--- src/verilog/host_io_pkg.sv ---
//////////////////////////////////////////////////
// shared types and constants for the host command
// bridge, imported by wildcard in every module
//////////////////////////////////////////////////
package host_io_pkg;

	// plain vector types
	typedef logic [15:0] io_word_t;
	typedef logic [9:0]  word_index_t;
	typedef logic [63:0] status_t;
	typedef logic [7:0]  ps2_byte_t;
	typedef logic [3:0]  req_count_t;

	// host command codes, first word of a frame
	typedef enum logic [15:0] {
		CMD_CFG        = 16'h0001,
		CMD_JOY0       = 16'h0002,
		CMD_JOY1       = 16'h0003,
		CMD_MOUSE      = 16'h0004,
		CMD_KBD        = 16'h0005,
		CMD_STATUS     = 16'h001E,
		CMD_UART       = 16'h0028,
		CMD_STATUS_REQ = 16'h0029
	} cmd_code_t;

	// one delivered host word with its frame position
	typedef struct packed {
		logic        valid;
		logic        first;
		word_index_t index;
		cmd_code_t   cmd;
		io_word_t    data;
	} host_word_t;

	typedef enum logic {
		PS2_KBD,
		PS2_MOUSE
	} ps2_port_e;

	typedef struct packed {
		logic      valid;
		ps2_port_e port;
		ps2_byte_t data;
	} ps2_write_t;

	typedef enum logic [1:0] {
		TX_IDLE,
		TX_DATA,
		TX_PARITY,
		TX_STOP
	} ps2_tx_state_e;

	// clk_100 cycles per half period of the ps2 clock
	localparam int PS2_HALF_PERIOD = 8;
	localparam int PS2_DIV_BITS    = $clog2(PS2_HALF_PERIOD + 1);

	// fifo depth is 2**PS2_FIFO_BITS, pointers carry one wrap bit
	localparam int PS2_FIFO_BITS = 4;
	typedef logic [PS2_FIFO_BITS:0] ps2_fifo_ptr_t;

	localparam logic [3:0] STATUS_REQ_TAG = 4'hA;

endpackage
--- src/verilog/host_io.sv ---
//////////////////////////////////////////////////
// host command bridge top level: host word port,
// command decoder and ps2 link wired together
//////////////////////////////////////////////////
`timescale 1ns/100ps

module host_io
	import host_io_pkg::*;
(
	input  logic       clk_100,
	input  logic       rst_n,
	input  logic       io_enable,
	input  logic       io_strobe,
	input  io_word_t   io_din,
	output io_word_t   io_dout,
	input  status_t    status_in,
	input  logic       status_set,
	input  io_word_t   uart_mode,
	output logic [1:0] buttons,
	output io_word_t   joystick_0,
	output io_word_t   joystick_1,
	output status_t    status,
	output logic       kbd_clk,
	output logic       kbd_dat,
	output logic       mouse_clk,
	output logic       mouse_dat
);

	host_word_t word;
	ps2_write_t ps2_wr;

	host_word_port u_word_port (
		.clk_100   (clk_100),
		.rst_n     (rst_n),
		.io_enable (io_enable),
		.io_strobe (io_strobe),
		.io_din    (io_din),
		.word      (word)
	);

	host_cmd_decoder u_decoder (
		.clk_100    (clk_100),
		.rst_n      (rst_n),
		.word       (word),
		.status_in  (status_in),
		.status_set (status_set),
		.uart_mode  (uart_mode),
		.io_dout    (io_dout),
		.buttons    (buttons),
		.joystick_0 (joystick_0),
		.joystick_1 (joystick_1),
		.status     (status),
		.ps2_wr     (ps2_wr)
	);

	ps2_link u_ps2_link (
		.clk_100   (clk_100),
		.rst_n     (rst_n),
		.ps2_wr    (ps2_wr),
		.kbd_clk   (kbd_clk),
		.kbd_dat   (kbd_dat),
		.mouse_clk (mouse_clk),
		.mouse_dat (mouse_dat)
	);

endmodule

--- src/verilog/ps2_link.sv ---
//////////////////////////////////////////////////
// ps2 output side: makes the shared ps2 clock and
// steers byte writes to the keyboard or the mouse
//////////////////////////////////////////////////
`timescale 1ns/100ps

module ps2_link
	import host_io_pkg::*;
(
	input  logic       clk_100,
	input  logic       rst_n,
	input  ps2_write_t ps2_wr,
	output logic       kbd_clk,
	output logic       kbd_dat,
	output logic       mouse_clk,
	output logic       mouse_dat
);

	logic [PS2_DIV_BITS-1:0] div_cnt;
	logic                    ps2_clk;
	logic                    kbd_we;
	logic                    mouse_we;

	// clock divider, toggles every half period
	always_ff @(posedge clk_100 or negedge rst_n) begin
		if (!rst_n) begin
			div_cnt <= '0;
			ps2_clk <= 1'b0;
		end else if (div_cnt == PS2_DIV_BITS'(PS2_HALF_PERIOD - 1)) begin
			div_cnt <= '0;
			ps2_clk <= ~ps2_clk;
		end else begin
			div_cnt <= div_cnt + 1'b1;
		end
	end

	assign kbd_we   = ps2_wr.valid && (ps2_wr.port == PS2_KBD);
	assign mouse_we = ps2_wr.valid && (ps2_wr.port == PS2_MOUSE);

	ps2_device keyboard (
		.clk_100 (clk_100),
		.rst_n   (rst_n),
		.we      (kbd_we),
		.wdata   (ps2_wr.data),
		.ps2_clk (ps2_clk),
		.clk_out (kbd_clk),
		.dat_out (kbd_dat)
	);

	ps2_device mouse (
		.clk_100 (clk_100),
		.rst_n   (rst_n),
		.we      (mouse_we),
		.wdata   (ps2_wr.data),
		.ps2_clk (ps2_clk),
		.clk_out (mouse_clk),
		.dat_out (mouse_dat)
	);

endmodule

--- src/verilog/ps2_device.sv ---
//////////////////////////////////////////////////
// ps2 device transmitter that queues bytes from
// the host in a small fifo and sends each one as
// an 11 bit frame timed by the shared ps2 clock
//////////////////////////////////////////////////
`timescale 1ns/100ps

module ps2_device
	import host_io_pkg::*;
(
	input  logic      clk_100,
	input  logic      rst_n,
	input  logic      we,
	input  ps2_byte_t wdata,
	input  logic      ps2_clk,
	output logic      clk_out,
	output logic      dat_out
);

	ps2_byte_t     fifo_mem [1 << PS2_FIFO_BITS];
	ps2_fifo_ptr_t wptr;
	ps2_fifo_ptr_t rptr;
	logic          fifo_empty;
	logic          fifo_full;
	logic          push;
	logic          pop;

	logic          ps2_clk_q;
	logic          clk_rise;
	logic          clk_fall;

	ps2_tx_state_e state;
	ps2_byte_t     tx_byte;
	logic [2:0]    bit_cnt;
	logic          parity;

	//////////////////////////////////////////////////
	// byte fifo
	//////////////////////////////////////////////////
	assign fifo_empty = (wptr == rptr);
	assign fifo_full  = (wptr[PS2_FIFO_BITS] != rptr[PS2_FIFO_BITS]) &&
	                    (wptr[PS2_FIFO_BITS-1:0] == rptr[PS2_FIFO_BITS-1:0]);

	// writes to a full fifo are lost
	assign push = we && !fifo_full;

	assign clk_rise = ps2_clk && !ps2_clk_q;
	assign clk_fall = !ps2_clk && ps2_clk_q;
	assign pop      = clk_rise && (state == TX_IDLE) && !fifo_empty;

	always_ff @(posedge clk_100) begin
		if (push) begin
			fifo_mem[wptr[PS2_FIFO_BITS-1:0]] <= wdata;
		end
	end

	always_ff @(posedge clk_100 or negedge rst_n) begin
		if (!rst_n) begin
			wptr <= '0;
			rptr <= '0;
		end else begin
			if (push) begin
				wptr <= wptr + 1'b1;
			end
			if (pop) begin
				rptr <= rptr + 1'b1;
			end
		end
	end

	// shift register for the byte on the wire
	always_ff @(posedge clk_100) begin
		if (pop) begin
			tx_byte <= fifo_mem[rptr[PS2_FIFO_BITS-1:0]];
		end else if (clk_rise && state == TX_DATA) begin
			tx_byte <= tx_byte >> 1;
		end
	end

	//////////////////////////////////////////////////
	// frame serialiser
	//////////////////////////////////////////////////
	always_ff @(posedge clk_100 or negedge rst_n) begin
		if (!rst_n) begin
			ps2_clk_q <= 1'b0;
			state     <= TX_IDLE;
			bit_cnt   <= '0;
			parity    <= 1'b0;
			clk_out   <= 1'b1;
			dat_out   <= 1'b1;
		end else begin
			ps2_clk_q <= ps2_clk;

			if (clk_rise) begin
				clk_out <= 1'b1;
				case (state)
					TX_IDLE: begin
						if (pop) begin
							// start bit
							dat_out <= 1'b0;
							parity  <= 1'b1;
							bit_cnt <= '0;
							state   <= TX_DATA;
						end
					end

					// eight data bits sent lsb first
					TX_DATA: begin
						dat_out <= tx_byte[0];
						parity  <= parity ^ tx_byte[0];
						bit_cnt <= bit_cnt + 1'b1;
						if (bit_cnt == 3'd7) begin
							state <= TX_PARITY;
						end
					end

					TX_PARITY: begin
						dat_out <= parity;
						bit_cnt <= '0;
						state   <= TX_STOP;
					end

					// stop bit is held for two rising edges
					// and bit_cnt marks the second one
					TX_STOP: begin
						dat_out <= 1'b1;
						if (bit_cnt == 3'd0) begin
							bit_cnt <= 3'd1;
						end else begin
							state <= TX_IDLE;
						end
					end

					default: state <= TX_IDLE;
				endcase
			end

			// receiver samples on the falling edge
			if (clk_fall) begin
				clk_out <= (state == TX_IDLE);
			end
		end
	end

endmodule

--- src/verilog/host_cmd_decoder.sv ---
//////////////////////////////////////////////////
// command decoder: acts on each host word, keeps
// the config, joystick and status registers, loads
// the reply for the host and issues ps2 byte writes
//////////////////////////////////////////////////
`timescale 1ns/100ps

module host_cmd_decoder
	import host_io_pkg::*;
(
	input  logic       clk_100,
	input  logic       rst_n,
	input  host_word_t word,
	input  status_t    status_in,
	input  logic       status_set,
	input  io_word_t   uart_mode,
	output io_word_t   io_dout,
	output logic [1:0] buttons,
	output io_word_t   joystick_0,
	output io_word_t   joystick_1,
	output status_t    status,
	output ps2_write_t ps2_wr
);

	logic       status_set_q;
	status_t    status_req;
	req_count_t req_count;

	//////////////////////////////////////////////////
	// status request capture
	//////////////////////////////////////////////////
	always_ff @(posedge clk_100 or negedge rst_n) begin
		if (!rst_n) begin
			status_set_q <= 1'b0;
			status_req   <= '0;
			req_count    <= '0;
		end else begin
			status_set_q <= status_set;
			if (status_set && !status_set_q) begin
				status_req <= status_in;
				req_count  <= req_count + 1'b1;
			end
		end
	end

	//////////////////////////////////////////////////
	// command decode and reply
	//////////////////////////////////////////////////
	always_ff @(posedge clk_100 or negedge rst_n) begin
		if (!rst_n) begin
			io_dout    <= '0;
			buttons    <= '0;
			joystick_0 <= '0;
			joystick_1 <= '0;
			status     <= '0;
			ps2_wr     <= '0;
		end else begin
			ps2_wr.valid <= 1'b0;

			if (word.valid) begin
				// reply is zero unless the command defines one
				io_dout <= '0;

				if (word.first) begin
					if (word.cmd == CMD_STATUS_REQ) begin
						io_dout <= {STATUS_REQ_TAG, 8'h00, req_count};
					end
				end else begin
					case (word.cmd)
						CMD_CFG: begin
							buttons <= word.data[1:0];
						end

						CMD_JOY0: begin
							joystick_0 <= word.data;
						end

						CMD_JOY1: begin
							joystick_1 <= word.data;
						end

						// 64 bit status, low part first
						CMD_STATUS: begin
							case (word.index)
								10'd1: status[15:0]  <= word.data;
								10'd2: status[31:16] <= word.data;
								10'd3: status[47:32] <= word.data;
								10'd4: status[63:48] <= word.data;
								default: ;
							endcase
						end

						CMD_KBD,
						CMD_MOUSE: begin
							ps2_wr.valid <= 1'b1;
							ps2_wr.port  <= (word.cmd == CMD_KBD) ? PS2_KBD : PS2_MOUSE;
							ps2_wr.data  <= word.data[7:0];
						end

						CMD_UART: begin
							io_dout <= uart_mode;
						end

						// captured request read back in four parts
						CMD_STATUS_REQ: begin
							case (word.index)
								10'd1: io_dout <= status_req[15:0];
								10'd2: io_dout <= status_req[31:16];
								10'd3: io_dout <= status_req[47:32];
								10'd4: io_dout <= status_req[63:48];
								default: ;
							endcase
						end

						default: ;
					endcase
				end
			end
		end
	end

endmodule

--- src/verilog/host_word_port.sv ---
//////////////////////////////////////////////////
// host bus input side: follows the frame enable,
// counts words and passes each strobed word on to
// the command decoder one cycle after the strobe
//////////////////////////////////////////////////
`timescale 1ns/100ps

module host_word_port
	import host_io_pkg::*;
(
	input  logic       clk_100,
	input  logic       rst_n,
	input  logic       io_enable,
	input  logic       io_strobe,
	input  io_word_t   io_din,
	output host_word_t word
);

	word_index_t index_q;
	cmd_code_t   cmd_q;
	logic        take;
	logic        at_start;

	// output word register
	logic        valid_q;
	logic        first_q;
	word_index_t word_index_q;
	cmd_code_t   word_cmd_q;
	io_word_t    data_q;

	assign take     = io_enable && io_strobe;
	assign at_start = (index_q == '0);

	//////////////////////////////////////////////////
	// frame position and command latch
	//////////////////////////////////////////////////
	always_ff @(posedge clk_100 or negedge rst_n) begin
		if (!rst_n) begin
			index_q <= '0;
			cmd_q   <= cmd_code_t'(16'h0000);
		end else if (!io_enable) begin
			// frame closed, next word is a command
			index_q <= '0;
		end else if (io_strobe) begin
			// index sticks at its maximum on long frames
			if (!(&index_q)) begin
				index_q <= index_q + 1'b1;
			end
			if (at_start) begin
				cmd_q <= cmd_code_t'(io_din);
			end
		end
	end

	// single cycle valid per word
	always_ff @(posedge clk_100 or negedge rst_n) begin
		if (!rst_n) begin
			valid_q <= 1'b0;
			first_q <= 1'b0;
		end else begin
			valid_q <= take;
			first_q <= take && at_start;
		end
	end

	always_ff @(posedge clk_100) begin
		if (take) begin
			word_index_q <= index_q;
			// command word carries its own code
			word_cmd_q   <= at_start ? cmd_code_t'(io_din) : cmd_q;
			data_q       <= io_din;
		end
	end

	assign word = '{
		valid: valid_q,
		first: first_q,
		index: word_index_q,
		cmd:   word_cmd_q,
		data:  data_q
	};

endmodule

--- config.mk ---
export PLATFORM = sky130hd
export DESIGN_NAME = host_io
export DESIGN_NICKNAME = d
export VERILOG_FILES = /design/src/verilog/host_io_pkg.sv /design/src/verilog/host_io.sv /design/src/verilog/ps2_link.sv /design/src/verilog/ps2_device.sv /design/src/verilog/host_cmd_decoder.sv /design/src/verilog/host_word_port.sv
export SDC_FILE = /design/constraint.sdc
export NUM_CORES = 1
export LEC_CHECK = 0
export BUFFER_PORTS_ARGS = -buffer_cell sky130_fd_sc_hd__buf_2
export CORE_MARGIN = 4
export CORE_UTILIZATION = 55
export DETAILED_ROUTE_END_ITERATION = 8
export HOLD_SLACK_MARGIN = 0.1
export PLACE_DENSITY = 0.87
export SYNTH_ARGS = -nofsm -noshare
export SYNTH_HDL_FRONTEND = slang
export SYNTH_SLANG_ARGS = --single-unit
--- constraint.sdc ---
create_clock -name clk_100 -period 4.5 [get_ports clk_100]
set_input_delay 0.9 -clock clk_100 [delete_from_list [all_inputs] [get_ports clk_100]]
set_output_delay 0.9 -clock clk_100 [all_outputs]
set_load 0.005 [all_outputs]
; Word-level counts from Yosys, hierarchy flattened
; Memory sizes are Yosys's and may differ from the RTL's.
; Cells that the tools add are included.
[word_totals]
ff_bits = 321
ramBits = 256
in_bits = 101
output_inout_bits = 118
elab_cells = 193
n_memories = 2
[mem_list]
columns = name, depth, width, rd, rd_clocked_by_memory_dff, wr, line_no
row1 = u_ps2_link.keyboard.fifo_mem, 16, 8, 1, 0, 1, ps2_device.sv:20  ; ps2_byte_t fifo_mem [1 << PS2_FIFO_BITS];
row2 = u_ps2_link.mouse.fifo_mem, 16, 8, 1, 0, 1, ps2_device.sv:20
[classes]
add_sub_neg = 9
n_eq_ne = 37
muxes = 46
bitwise_logic = 5
n_reduce_logical = 54
[ops]
columns = op, count
row1 = one-hot mux 16 bit (4 select lines), 1
row2 = 2-to-1 mux 10 bit, 6
row3 = 2-to-1 mux 16 bit, 3
row4 = == test 16 x 2 -> 1 bit (second input constant), 2
row5 = == test 16 x 3 -> 1 bit (second input constant), 2
row6 = == test 16 x 6 -> 1 bit (second input constant), 2
row7 = 2-to-1 mux 8 bit, 4
row8 = one-hot mux 16 bit (2 select lines), 1
row9 = one-hot mux 3 bit (4 select lines), 2
row10 = AND reduction 3 bit, 8
row11 = AND reduction 4 bit, 6
row12 = adder 5 x 1 -> 5 bit (second input constant), 4
row13 = == test 10 x 2 -> 1 bit (second input constant), 2
row14 = logical AND 1 bit, 17
row15 = == test 16 x 1 -> 1 bit (second input constant), 1
row16 = == test 16 x 5 -> 1 bit (second input constant), 1
row17 = one-hot mux 2 bit (4 select lines), 2
row18 = inequality test 2 bit (second input constant), 7
row19 = 2-to-1 mux 1 bit, 12
row20 = 2-to-1 mux 2 bit, 6
row21 = 2-to-1 mux 3 bit, 4
row22 = adder 10 x 1 -> 10 bit (second input constant), 1
row23 = == test 10 x 1 -> 1 bit (second input constant), 1
row24 = == test 10 x 3 -> 1 bit (second input constant), 1
row25 = 23 further kinds, 55

; Logic depth before layout (Yosys ltp)
; Gate-level depths: netlist of run 1.
[logic_depth]
ltp_word = 6
depth_mapped = 8
ltp_nobuf = 7

; By module
; From an unflattened synthesis of run 1, not the netlist that was laid out.
[unflattened]
cells_unflattened = 1445
area_unflattened_um2 = 23781.6
[modules_own_cells]
columns = mod, n_inst, cells_each, area_each_um2
row1 = host_cmd_decoder, 1, 583, 8010.2
row2 = ps2_device at u_ps2_link.keyboard, 1, 342, 6401.1
row3 = ps2_device at u_ps2_link.mouse, 1, 344, 6374.9
row4 = host_word_port, 1, 161, 2785.2
row5 = ps2_link, 1, 15, 210.2

; Worst setup path after synthesis of run 1
; OpenSTA, ideal clock, no wires.
[synth_timing]
path_type = input-to-reg
from = input port io_strobe
to = register u_word_port.cmd_q[10]
t_arrival_ns = 2.690
required_time_ns = 4.375
setup_slack_ns = 1.685
path_stages = 5
cell_sequence = and2_1 nand2b_1 buf_2 buf_2 mux2_2
[synth_via]
elab_chain_cells = 1
[synth_rtl]
columns = element, line_no
row1 = "start, declared", host_io.sv:13  ; input logic io_strobe,
row2 = AND reduction 2 bit (no source line), n/a
row3 = "end signal, assigned", host_word_port.sv:40  ; cmd_q <= cmd_code_t'(16'h0000);
row4 = "end signal, assigned", host_word_port.sv:50  ; cmd_q <= cmd_code_t'(io_din);
row5 = "end, declared", host_word_port.sv:20  ; cmd_code_t cmd_q;
; Every way passes these cells.
; A chain may end at the register's enable or synchronous reset.

; Worst setup path after layout of run 1
[layout_timing]
from = register u_ps2_link.mouse.wptr[3]
to = memory u_ps2_link.mouse.fifo_mem[6][4] (netlist name) (enable)
[layout_via]
elab_chain_cells = 6
[layout_rtl]
columns = element, line_no
row1 = "start, declared", ps2_device.sv:21  ; ps2_fifo_ptr_t wptr;
row2 = "start signal, assigned", ps2_device.sv:63  ; wptr <= wptr + 1'b1;
row3 = == test 4 bit, ps2_device.sv:42  ; (wptr[PS2_FIFO_BITS-1:0] == rptr[PS2_FIFO_BITS-1:0]);
row4 = logical AND 1 bit, ps2_device.sv:41  ; assign fifo_full = (wptr[PS2_FIFO_BITS] != rptr[PS2_FIFO_BITS]) &&
row5 = zero test 1 bit, ps2_device.sv:45  ; assign push = we && !fifo_full;
row6 = logical AND 1 bit, ps2_device.sv:45
row7 = 2-to-1 mux 1 bit, ps2_device.sv:52  ; if (push) begin
row8 = 2-to-1 mux 1 bit (implied by the code), ps2_device.sv:53  ; fifo_mem[wptr[PS2_FIFO_BITS-1:0]] <= wdata;
row9 = "end, declared", ps2_device.sv:20
; Several ways; a longest one is shown, not always the timed one.

==> qor.yml, run 1 <==
status:
  outcome: "finished clean"
logic_synthesis:
  syn_inst: 1378
  synth-edff-count: 314
  synthesis.nets: 1509
  async_flop_share_pct: 45.6
  synth-main-ff-cell: "edfxtp_1"
  synthTopCellsByArea: "edfxtp_1 (40%), dfrtp_1 (28%), mux2_2 (9.2%), mux4_2 (6.3%), ha_1 (1.6%)"
  yosysTopAreaCell: "edfxtp_1"
  ys_types: 70
  syn_area_per_cell_um2: 17.1
  synthesis.area_um2: 23500
  yosys_warnings: 0
  yosys.area.top_type_share_pct: 40.1
  synth-seq-area-share_pct: 68.2
  ys_seq_elements: 577
drt:
  drc_errors: 0
  routed_wl_mm: 52.0
  wl_per_cell_um: 23.8
  viasPerCell: 6.05
  ant_nets: 0
  drt-pass1-iter-count: 5
  drtIter0Drc: 1188
  vias: 13200
clock_network:
  cts_tree: "done"
  clockBufferDepth: 3
  cts_buffers: 54
  post_cts_resized: 0
  cts.sinks: 577
  cts_setup_buffers: 0
  cts_root_buffer: "clkbuf_16"
  clock_latency_ps: 600
  cts.htree.levels: 2
  clk_pin_slew_ps: 60
  ctsHoldBuffers: 0
setup_path:
  path_class: "reg -> reg"
  end_kind: "flip-flop"
  startpoint_type: "flip-flop"
  cp.arrival_ps: 3500
  critPathMaxFanout: 18
  crit_required_ps: 4700
timing:
  tns_ps: 0
  setup_ws_ps: 1200
  report.final.slew_viol_count: 0
  relSlewSlack_pct: 11.1
  setup_violations: 0
  tightest_slew_ps: 1330
  rsz0062_at_grt: "no"
  max_freq_mhz: 303
  final-hold-violation-count: 0
  fin_crit_sh_pct: 73.2
  finalCriticalPeriod_ps: 3300
  fin_worst_skew_ps: 13.4
floorplan:
  die_w_um: 215
  core-area_um2: 42100
  io_pins: 219
  die_area_um2: 46100
  die_h_um: 215
  start_util_pct: 55.8
  rows: 75
global_routing:
  grt_antenna_before_repair: 5
  grt_max_degree: 104
  grt_pass1_wl_mm: 82.0
  grt-ovfl-total: 0
  grt_pass1_vias: 14200
  track_usage_pct: 22.4
finish:
  layout_common_cells: "edfxtp_1 (314), dfrtp_1 (257), buf_2 (217), mux2_2 (191), mux4_2 (66)"
  final_common_cell: "edfxtp_1"
  final_cells: 2186
  final_cell_area_um2: 26900
  nets: 1729
  drive_gt1_share_pct: 36.9
  syn_to_final_growth_pct: 14.3
placed_design:
  place_inst: 2081
  dpl.hpwl_mm: 33.1
  portBuffers: 218
  finalWeightedCongestion: 0.864
  dpl_cell_area_um2: 25100
  pre_cts_ws_ps: 1190
power:
  p_per_area_nw_per_um2: 401
  p_leak_nw: 10.3
  ir_drop_uv: 358
worst_hold_path:
  hp-class: "in -> async"
flow_run:
  maxCapViolations: 0
[layer usage]
| metal | routed length, um | up-vias | global-route usage (%) |
|---|---|---|---|
| li1 | - | 5710 | - |
| met1 | 20800 | 6916 | 29.5 |
| met2 | 26300 | 483 | 37.7 |
| met3 | 3440 | 109 | 5.45 |
| met4 | 1380 | 4 | 6.40 |
| met5 | 21 | - | 0 |
[critical path: stages, from the launching register on]
cell and delay [ps]:
dfrtp_1 680, xor2_1 190, nor4_1 100, a21oi_1 590, nand2_1 240, nor3b_1 1100
[Yosys cell counts, types with 4 or more instances]
cell,count
a21oi_1,9
a221oi_1,13
a222oi_1,4
a22o_1,6
a22oi_1,44
and2_1,7
and3_1,8
and3b_1,4
and4_1,12
buf_2,18
buf_6,4
clkbuf_1,39
dfrtp_1,259
dfstp_2,4
edfxtp_1,314
ha_1,30
inv_1,29
mux2_1,30
mux2_2,191
mux2_4,10
mux2i_1,9
mux4_2,66
nand2_1,48
nand2b_1,6
nand3_1,14
nand4_1,7
nor2_1,35
nor2b_1,17
nor3_1,14
nor3b_1,6
nor4_1,5
o21ai_0,15
o21ai_1,10
o31ai_1,5
xnor2_1,18
xor2_1,21
[path summary, 6_finish.rpt]
kind,start,end,slack (ps),cells past startpoint
worst max-delay path,u_ps2_link.mouse.wptr[3],u_ps2_link.mouse.fifo_mem[6][4],1200,5
worst min-delay path,rst_n,u_ps2_link.keyboard.parity,310,1
worst max register to register,u_ps2_link.mouse.wptr[3],u_ps2_link.mouse.fifo_mem[6][4],1200,5
worst min register to register,u_ps2_link.div_cnt[0],u_ps2_link.div_cnt[0],460,1
max in group asynchronous,rst_n,u_decoder.ps2_wr[5],3120,2
min in group clk_100,status_set,u_decoder.status_set_q,430,1
[power breakdown]
| part | switching [mW] | total, mW | internal, mW | leakage [nW] |
|---|---|---|---|---|
| sequential | 0.133 | 5.85 | 5.72 | 5.78 |
| combinational | 0.191 | 0.414 | 0.223 | 3.64 |
| clock | 1.95 | 4.51 | 2.56 | 0.864 |
| total | 2.28 | 10.8 | 8.50 | 10.3 |
[sequential cells by signal (all words and copies together), names as in the netlist, 16 cells and up]
name                          flops
u_ps2_link.mouse.fifo_mem       128
u_decoder.io_dout                16
u_decoder.joystick_0             16
u_word_port.data_q               16
u_word_port.word_cmd_q           16
u_decoder.status                 64
u_decoder.status_req             64
u_word_port.cmd_q                16
u_decoder.joystick_1             16
u_ps2_link.keyboard.fifo_mem    128
[final cells by class]
class	instances	area, um^2
clock inverter	22	180
inverter	31	116
fill	2763	15300
antenna	3	7.51
sequential	577	16000
multi-input combinational	704	7060
timing repair buffer	230	1220
tap	539	674
clock buffer	80	1580
[logic make-up (layout without fill, tap and decap cells)]
| kind of cell | Yosys count | after routing | synth area share [%] |
|---|---|---|---|
| flip-flops | 577 | 577 | 68.2 |
| multiplexers | 306 | 306 | 17.9 |
| AND/OR/NAND/NOR | 206 | 206 | 5.24 |
| AO/OA/AOI/OAI | 123 | 123 | 3.76 |
| buffers and inverters | 97 | 363 | 1.86 |
| XOR/XNOR | 39 | 39 | 1.45 |
| adder cells (fa/ha/maj) | 30 | 30 | 1.60 |
| other | 0 | 3 | 0 |
[metrics by stage]
step | power, mW | hold WS, ps | util, %
detailed placement | 6.36 | 450 | 59.5
global placement | 6.33 | 435 | 59.5
CTS | 10.8 | 385 | 63.7
finish | 10.8 | 313 | 63.7
global route | 11.1 | 387 | 63.7
floorplan | 6.16 | 417 | -
Power figures use the tool's default switching activity.
==> inputs of run 2 (changes only) <==
--- a/config.mk
+++ b/config.mk
@@ -5,6 +5,7 @@
 export SDC_FILE = /design/constraint.sdc
 export NUM_CORES = 1
 export LEC_CHECK = 0
+export ABC_AREA = 1
 export BUFFER_PORTS_ARGS = -buffer_cell sky130_fd_sc_hd__buf_2
 export CORE_MARGIN = 4
 export CORE_UTILIZATION = 55
==> constraint.sdc (replaced) <==
create_clock -name clk_100 -period 3.2 [get_ports clk_100]
set_input_delay 0.64 -clock clk_100 [delete_from_list [all_inputs] [get_ports clk_100]]
set_output_delay 0.64 -clock clk_100 [all_outputs]
set_load 0.005 [all_outputs]
==> run 2 against run 1 <==
- setup slack got worse by 600 ps
- synthesized cell count increased by 66%
- critical endpoint is now u_decoder.status[10]
- register-to-register slack got worse by 600 ps
- largest power group unchanged
- cell count increased by 43%
- wire length increased by 16%
- critical path depth increased by 2
==> qor.yml, run 2 <==
power:
  ir_drop_uv: 397  # +11%
  p_per_area_nw_per_um2: 554  # +38%
  p_leak_nw: 12.6  # +22%
drt:
  wl_per_cell_um: 19.4  # -19%
  routed_wl_mm: 60.4  # +16%
  drtIter0Drc: 2241  # +89%
  vias: 18200  # +37%
  ant_nets: 0  # unchanged
  drc_errors: 0  # unchanged
  viasPerCell: 5.81  # -3.9%
  drt-pass1-iter-count: 6  # +1
clock_network:
  cts_root_buffer: "clkbuf_16"
  clk_pin_slew_ps: 70  # about the same
  cts.sinks: 577  # unchanged
  cts_buffers: 55  # +1.9%
  cts_tree: "done"
  clockBufferDepth: 3  # unchanged
  post_cts_resized: 0  # unchanged
  clock_latency_ps: 620  # +20 ps
  cts_setup_buffers: 0  # unchanged
  cts.htree.levels: 2  # unchanged
  ctsHoldBuffers: 1  # +1
worst_hold_path:
  whs_path_depth: 1
  worstHoldEndpoint: "u_decoder.status_set_q"
  hp-class: "in -> reg"
  worstHoldStart: "status_set"
global_routing:
  track_usage_pct: 25.6  # +3.1 points
  grt_pass1_vias: 18000  # +27%
  grt-ovfl-total: 0  # unchanged
  grt_max_degree: 73  # -30%
  grt_antenna_before_repair: 0  # -5
  grt_pass1_wl_mm: 96.6  # +18%
placed_design:
  finalWeightedCongestion: 0.905  # +4.7%
  place_inst: 3017  # +45%
  dpl.hpwl_mm: 39.8  # +20%
  portBuffers: 218  # unchanged
  dpl_cell_area_um2: 25600  # +2.0%
finish:
  layout_common_cells: "nand2_1 (580), edfxtp_1 (314), nor2_1 (274), dfrtp_1 (259), o21ai_0 (251)"
  final_common_cell: "nand2_1"
  syn_to_final_growth_pct: 14.9
  nets: 2629  # +52%
  final_cells: 3122  # +43%
  seqCellArea_um2: 16000  # about the same
  fill_cells: 3003  # +8.7%
  final_cell_area_um2: 27400  # +2.0%
  drive_gt1_share_pct: 14.4  # -22 points
  final_util_pct: 64.6  # +0.83 points
  multi_input_area_um2: 6900  # -2.3%
  antenna_cells: 0  # -3
logic_synthesis:
  synthesis.area_um2: 23800  # +1.4%
  synth-edff-count: 314  # unchanged
  yosys.area.top_type_share_pct: 39.6  # -0.55 points
  synthesis.nets: 2418  # +60%
  yosys_warnings: 0  # unchanged
  synth_top_family_by_area: "simple AND/OR/NAND/NOR gates"
  async_flop_share_pct: 45.6  # unchanged
  ys_types: 36  # -49%
  synth_adder_area_share_pct: 1.58  # -0.022 points
  ys_seq_elements: 577  # unchanged
  synthTopCellsByArea: "edfxtp_1 (40%), dfrtp_1 (27%), nand2_1 (9.1%), o21ai_0 (5.3%), nor2_1 (4.3%)"
  yosysTopAreaCell: "edfxtp_1"
  syn_area_per_cell_um2: 10.4  # -39%
  synth_xor_area_share_pct: 1.07  # -0.39 points
  syn_inst: 2287  # +66%
  synthTopCellsByCount: "nand2_1 (580), edfxtp_1 (314), nor2_1 (275), dfrtp_1 (259), o21ai_0 (251)"
  muxShareOfSynthArea_pct: 0  # -18 points
  synth-main-ff-cell: "edfxtp_1"
  synth_most_common_cell: "nand2_1"
  synth-seq-area-share_pct: 67.2  # -0.94 points
  synth_compound_area_share_pct: 8.95  # +5.2 points
  synthSimpleGateAreaFrac_pct: 17.3  # +12 points
timing:
  setup_violations: 0  # unchanged
  fin_worst_skew_ps: 22.9  # +9.55 ps
  final-hold-violation-count: 0  # unchanged
  relSlewSlack_pct: 3.03  # -8.1 points
  finalCriticalPeriod_ps: 2590  # -703 ps
  tns_ps: 0  # unchanged
  report.final.slew_viol_count: 0  # unchanged
  whs_ps: 161  # -152 ps
  tightest_slew_ps: 1450  # +124 ps
  max_freq_mhz: 386  # +27%
  fin_crit_sh_pct: 81.0  # +7.8 points
  rsz0062_at_grt: "no"
setup_path:
  r2r.worst_path.cells: 7  # +2
  end_kind: "flip-flop"
  critPathMaxFanout: 32  # +14
  startpoint_type: "flip-flop"
  cp.arrival_ps: 3060  # -440 ps
  r2r_slack_ps: 610  # -600 ps
  path_class: "reg -> reg"
  r2r_start: "u_word_port.valid_q"
  worstReg2RegEnd: "u_decoder.status[10]"
  crit_required_ps: 3660  # -1040 ps
status:
  outcome: "finished clean"
floorplan:
  start_util_pct: 56.2  # +0.40 points
  core-area_um2: 42400  # +0.67%
  rows: 75  # unchanged
  io_pins: 219  # unchanged
  die_w_um: 216  # +0.67%
  die_h_um: 216  # +0.67%
  die_area_um2: 46700  # +1.3%
flow_run:
  maxCapViolations: 0  # unchanged
==> run 2: cell count changes in the layout (fill, tap and decap cells not counted), moves of 54 or more <==
| cell | delta |
|---|---|
| inv_1 | +86 |
| mux2_2 | -191 |
| mux4_2 | -66 |
| nand2_1 | +532 |
| nand3_1 | +104 |
| nor2_1 | +239 |
| o21ai_0 | +236 |
| o21ai_1 | +54 |
==> run 2: worst max-delay path by stage <==
stage / startpoint / endpoint / slack (ps) / cells after the start
2_1_floorplan: io_strobe / u_word_port.cmd_q[0] / 1130 / 5
3_3_place_gp: u_word_port.valid_q / u_decoder.status[4] / 890 / 7
3_5_place_dp: u_word_port.valid_q / u_decoder.status[15] / 730 / 7
4_1_cts: u_word_port.valid_q / u_decoder.status[10] / 630 / 7
5_1_grt: u_word_port.valid_q / u_decoder.status[6] / 430 / 7
6_report: u_word_port.valid_q / u_decoder.status[10] / 610 / 7
==> run 2: layout make-up <==
cell class              count  area share, %
flip-flops and latches    577           58.5
well taps                 577           2.64
clock buffers              79           5.68
clock inverters            25          0.891
repair buffers            262           5.42
inverters                 123           1.69
multi-input cells        1479           25.2
==> run 2: critical path: stages (launching register included) <==
cell and delay (ps):
dfrtp_1 470, inv_2 200, nor2_4 350, nand3_1 190, nor3_2 330, nand3_2 540
nand2_1 240, o21ai_1 110
==> run 2: kinds of logic after synthesis <==
group           count (synthesis)
compound gates                399
xor+xnor                       29
simple gates                 1021
buf+inv                       231
fa+ha+maj                      30
flops                         577
==> run 2: where the power goes <==
| part | total (mW) | leakage, nW | internal, mW | switching [mW] |
|---|---|---|---|---|
| logic | 0.590 | 4.82 | 0.187 | 0.403 |
| clock network | 6.43 | 0.896 | 3.65 | 2.79 |
| registers | 8.16 | 6.85 | 8.02 | 0.137 |
| total | 15.2 | 12.6 | 11.9 | 3.33 |
==> run 2: metrics by stage <==
stage / worst slack, ps / total power, mW
2_1_floorplan: 1130 / 8.58
3_3_place_gp: 889 / 8.84
3_5_place_dp: 727 / 8.88
4_1_cts: 631 / 15.2
5_1_grt: 434 / 15.7
6_report: 608 / 15.2
==> run 2: routing by layer <==
metal / share of wire, % / global-route usage [%]
met5: 0 / 0
met4: 4.0 / 10.1
met3: 9.8 / 4.58
met2: 48 / 41.6
met1: 38 / 34.7
==> inputs of run 3 (changes only) <==
--- a/config.mk
+++ b/config.mk
@@ -8,10 +8,10 @@
 export ABC_AREA = 1
 export BUFFER_PORTS_ARGS = -buffer_cell sky130_fd_sc_hd__buf_2
 export CORE_MARGIN = 4
-export CORE_UTILIZATION = 55
+export CORE_UTILIZATION = 54
 export DETAILED_ROUTE_END_ITERATION = 8
 export HOLD_SLACK_MARGIN = 0.1
-export PLACE_DENSITY = 0.87
+export PLACE_DENSITY = 0.88
 export SYNTH_ARGS = -nofsm -noshare
 export SYNTH_HDL_FRONTEND = slang
 export SYNTH_SLANG_ARGS = --single-unit
==> constraint.sdc (replaced) <==
create_clock -name clk_100 -period 2.25 [get_ports clk_100]
set_input_delay 0.45 -clock clk_100 [delete_from_list [all_inputs] [get_ports clk_100]]
set_output_delay 0.45 -clock clk_100 [all_outputs]
set_load 0.005 [all_outputs]
==> run 3 against run 2 <==
- critical path depth up 1
- first-iteration DRC count up 4.3%
- utilization up 1.5 points
- critical path type unchanged
- clock power up 49%
- wire length up 6.3%
- cell count up 4.2%
- worst hold slack worse by 3.9 ps
- combinational power up 69%
- die area up 1.8%
- non-clock buffer count up 122
==> qor.yml, run 3 (synthesis results as in run 2) <==
status:
  outcome: "finished clean"
setup_path:
  end_kind: "flip-flop"
  crit_required_ps: 2560  # -1100 ps
  path_class: "reg -> reg"
  cp.arrival_ps: 2440  # -620 ps
  r2r.worst_path.cells: 8  # +1
  critPathMaxFanout: 8  # -75%
  startpoint_type: "flip-flop"
placed_design:
  portBuffers: 218  # unchanged
  finalWeightedCongestion: 0.951  # +5.1%
  pre_cts_ws_ps: 175  # -552 ps
  dpl.hpwl_mm: 40.6  # +2.2%
floorplan:
  die_w_um: 218  # +0.89%
  core-area_um2: 43400  # +2.2%
  io_pins: 219  # unchanged
  die_area_um2: 47600  # +1.8%
  die_h_um: 218  # +0.89%
  rows: 76  # +1.3%
  start_util_pct: 55.0  # -1.2 points
timing:
  fin_worst_skew_ps: 28.7  # +5.78 ps
  report.final.slew_viol_count: 0  # unchanged
  setup_violations: 0  # unchanged
  finalCriticalPeriod_ps: 2130  # -465 ps
  setup_ws_ps: 122  # -485 ps
  tns_ps: 0  # unchanged
  final-hold-violation-count: 0  # unchanged
  fin_crit_sh_pct: 94.6  # +14 points
  tightest_slew_ps: 757  # -698 ps
  relSlewSlack_pct: 49.4  # +46 points
  max_freq_mhz: 470  # +22%
finish:
  nets: 2751  # +4.6%
  antenna_cells: 0  # unchanged
  layout_common_cells: "nand2_1 (579), edfxtp_1 (314), nor2_1 (274), dfrtp_1 (259), o21ai_0 (251)"
  syn_to_final_growth_pct: 20.3
  final_util_pct: 66.1  # +1.5 points
  drive_gt1_share_pct: 15.3  # +0.88 points
  final_common_cell: "nand2_1"
power:
  p_per_area_nw_per_um2: 773  # +39%
  ir_drop_uv: 762  # +92%
  p_total_mw: 22.2  # +46%
  p_leak_nw: 13.2  # +4.8%
clock_network:
  cts.htree.levels: 2  # unchanged
  clockBufferDepth: 3  # unchanged
  clk_pin_slew_ps: 70  # about the same
  cts_tree: "done"
  cts_buffers: 55  # unchanged
  cts_root_buffer: "clkbuf_16"
  clock_latency_ps: 610  # about the same
  cts.sinks: 577  # unchanged
global_routing:
  grt_max_degree: 66  # -9.6%
  grt-ovfl-total: 0  # unchanged
  track_usage_pct: 26.9  # +1.3 points
  grt_antenna_before_repair: 0  # unchanged
  grt_pass1_wl_mm: 102  # +5.2%
  grt_pass1_vias: 18900  # +5.0%
worst_hold_path:
  hp-class: "in -> reg"
  whs_path_depth: 5  # +4
drt:
  ant_nets: 0  # unchanged
  routed_wl_mm: 64.2  # +6.3%
  vias: 18800  # +3.4%
  viasPerCell: 5.77  # -0.70%
  wl_per_cell_um: 19.8  # +2.1%
  drtIter0Drc: 2338  # +4.3%
  drt-pass1-iter-count: 7  # +1
  drc_errors: 0  # unchanged
flow_run:
  maxCapViolations: 0  # unchanged
## run 3: cell count changes in the layout (fill, tap and decap cells not counted), sizes merged
cell | previous run | this run
dlygate4sd3 | 1 | 82
clkinvlp | 0 | 2
clkbuf | 79 | 71
clkinv | 24 | 23
inv | 121 | 125
buf | 261 | 302
bufinv | 3 | 6
## run 3: report_power, final
part / internal [mW] / switching (mW)
Sequential: 11.4 / 0.211
Clock: 5.49 / 4.06
Combinational: 0.371 / 0.623
## run 3: path summary, 6_finish.rpt
| kind | endpoint | slack (ps) | startpoint |
|---|---|---|---|
| worst min-delay path | u_decoder.io_dout[11] | 160 | uart_mode[11] |
| worst min register to register | u_ps2_link.mouse.ps2_clk_q | 470 | u_ps2_link.ps2_clk |
| worst max-delay path | u_ps2_link.keyboard.fifo_mem[14][4] | 120 | u_ps2_link.keyboard.wptr[2] |
| worst max register to register | u_ps2_link.keyboard.fifo_mem[14][4] | 120 | u_ps2_link.keyboard.wptr[2] |
| min in group asynchronous | u_ps2_link.keyboard.state[1] | 410 | rst_n |
| max in group asynchronous | u_decoder.status_req[33] | 1120 | rst_n |
## run 3: what timing repair did
| item | 4_1_cts | 5_1_grt |
|---|---|---|
| resized for setup | 0 | 2 |
| buffers inserted | 0 | 0 |
| endpoints found under the hold margin | 129 | 0 |
| endpoints found under the setup margin | 0 | 10 |
| hold buffers | 82 | 0 |
## run 3: final cells by class
cell class / count / area, um^2
Sequential cell: 577 / 16000
Fill cell: 2983 / 14700
Multi-Input combinational cell: 1479 / 6910
Timing Repair Buffer: 384 / 2680
Clock buffer: 71 / 1520
Tap cell: 585 / 732
Inverter: 123 / 462
Clock inverter: 33 / 348
## run 3: worst max-delay path, cell delays in order, from the launching register on
cell and delay (ps):
dfrtp_1 470, xor2_1 190, nor2_1 110, nand3_1 100, nand3_1 160, inv_1 210, nand2_1 200, nor2_1 180
buf_4 190
## run 3: through the flow
stage	instance area [um^2]	hold slack, ps	std cells
2_1_floorplan	23800	154	2287
3_3_place_gp	26000	433	3066
3_5_place_dp	26000	437	3066
4_1_cts	28700	119	3252
5_1_grt	28700	179	3252
6_report	28700	157	3252
## run 3: layer usage
layer | vias up | GRT usage (%) | part of all wire, %
li1 | 8400 | - | -
met4 | 0 | 10.4 | 4.0
met2 | 1104 | 45.9 | 50
met1 | 9052 | 34.5 | 37
met5 | - | 0 | 0
met3 | 219 | 4.81 | 8.6
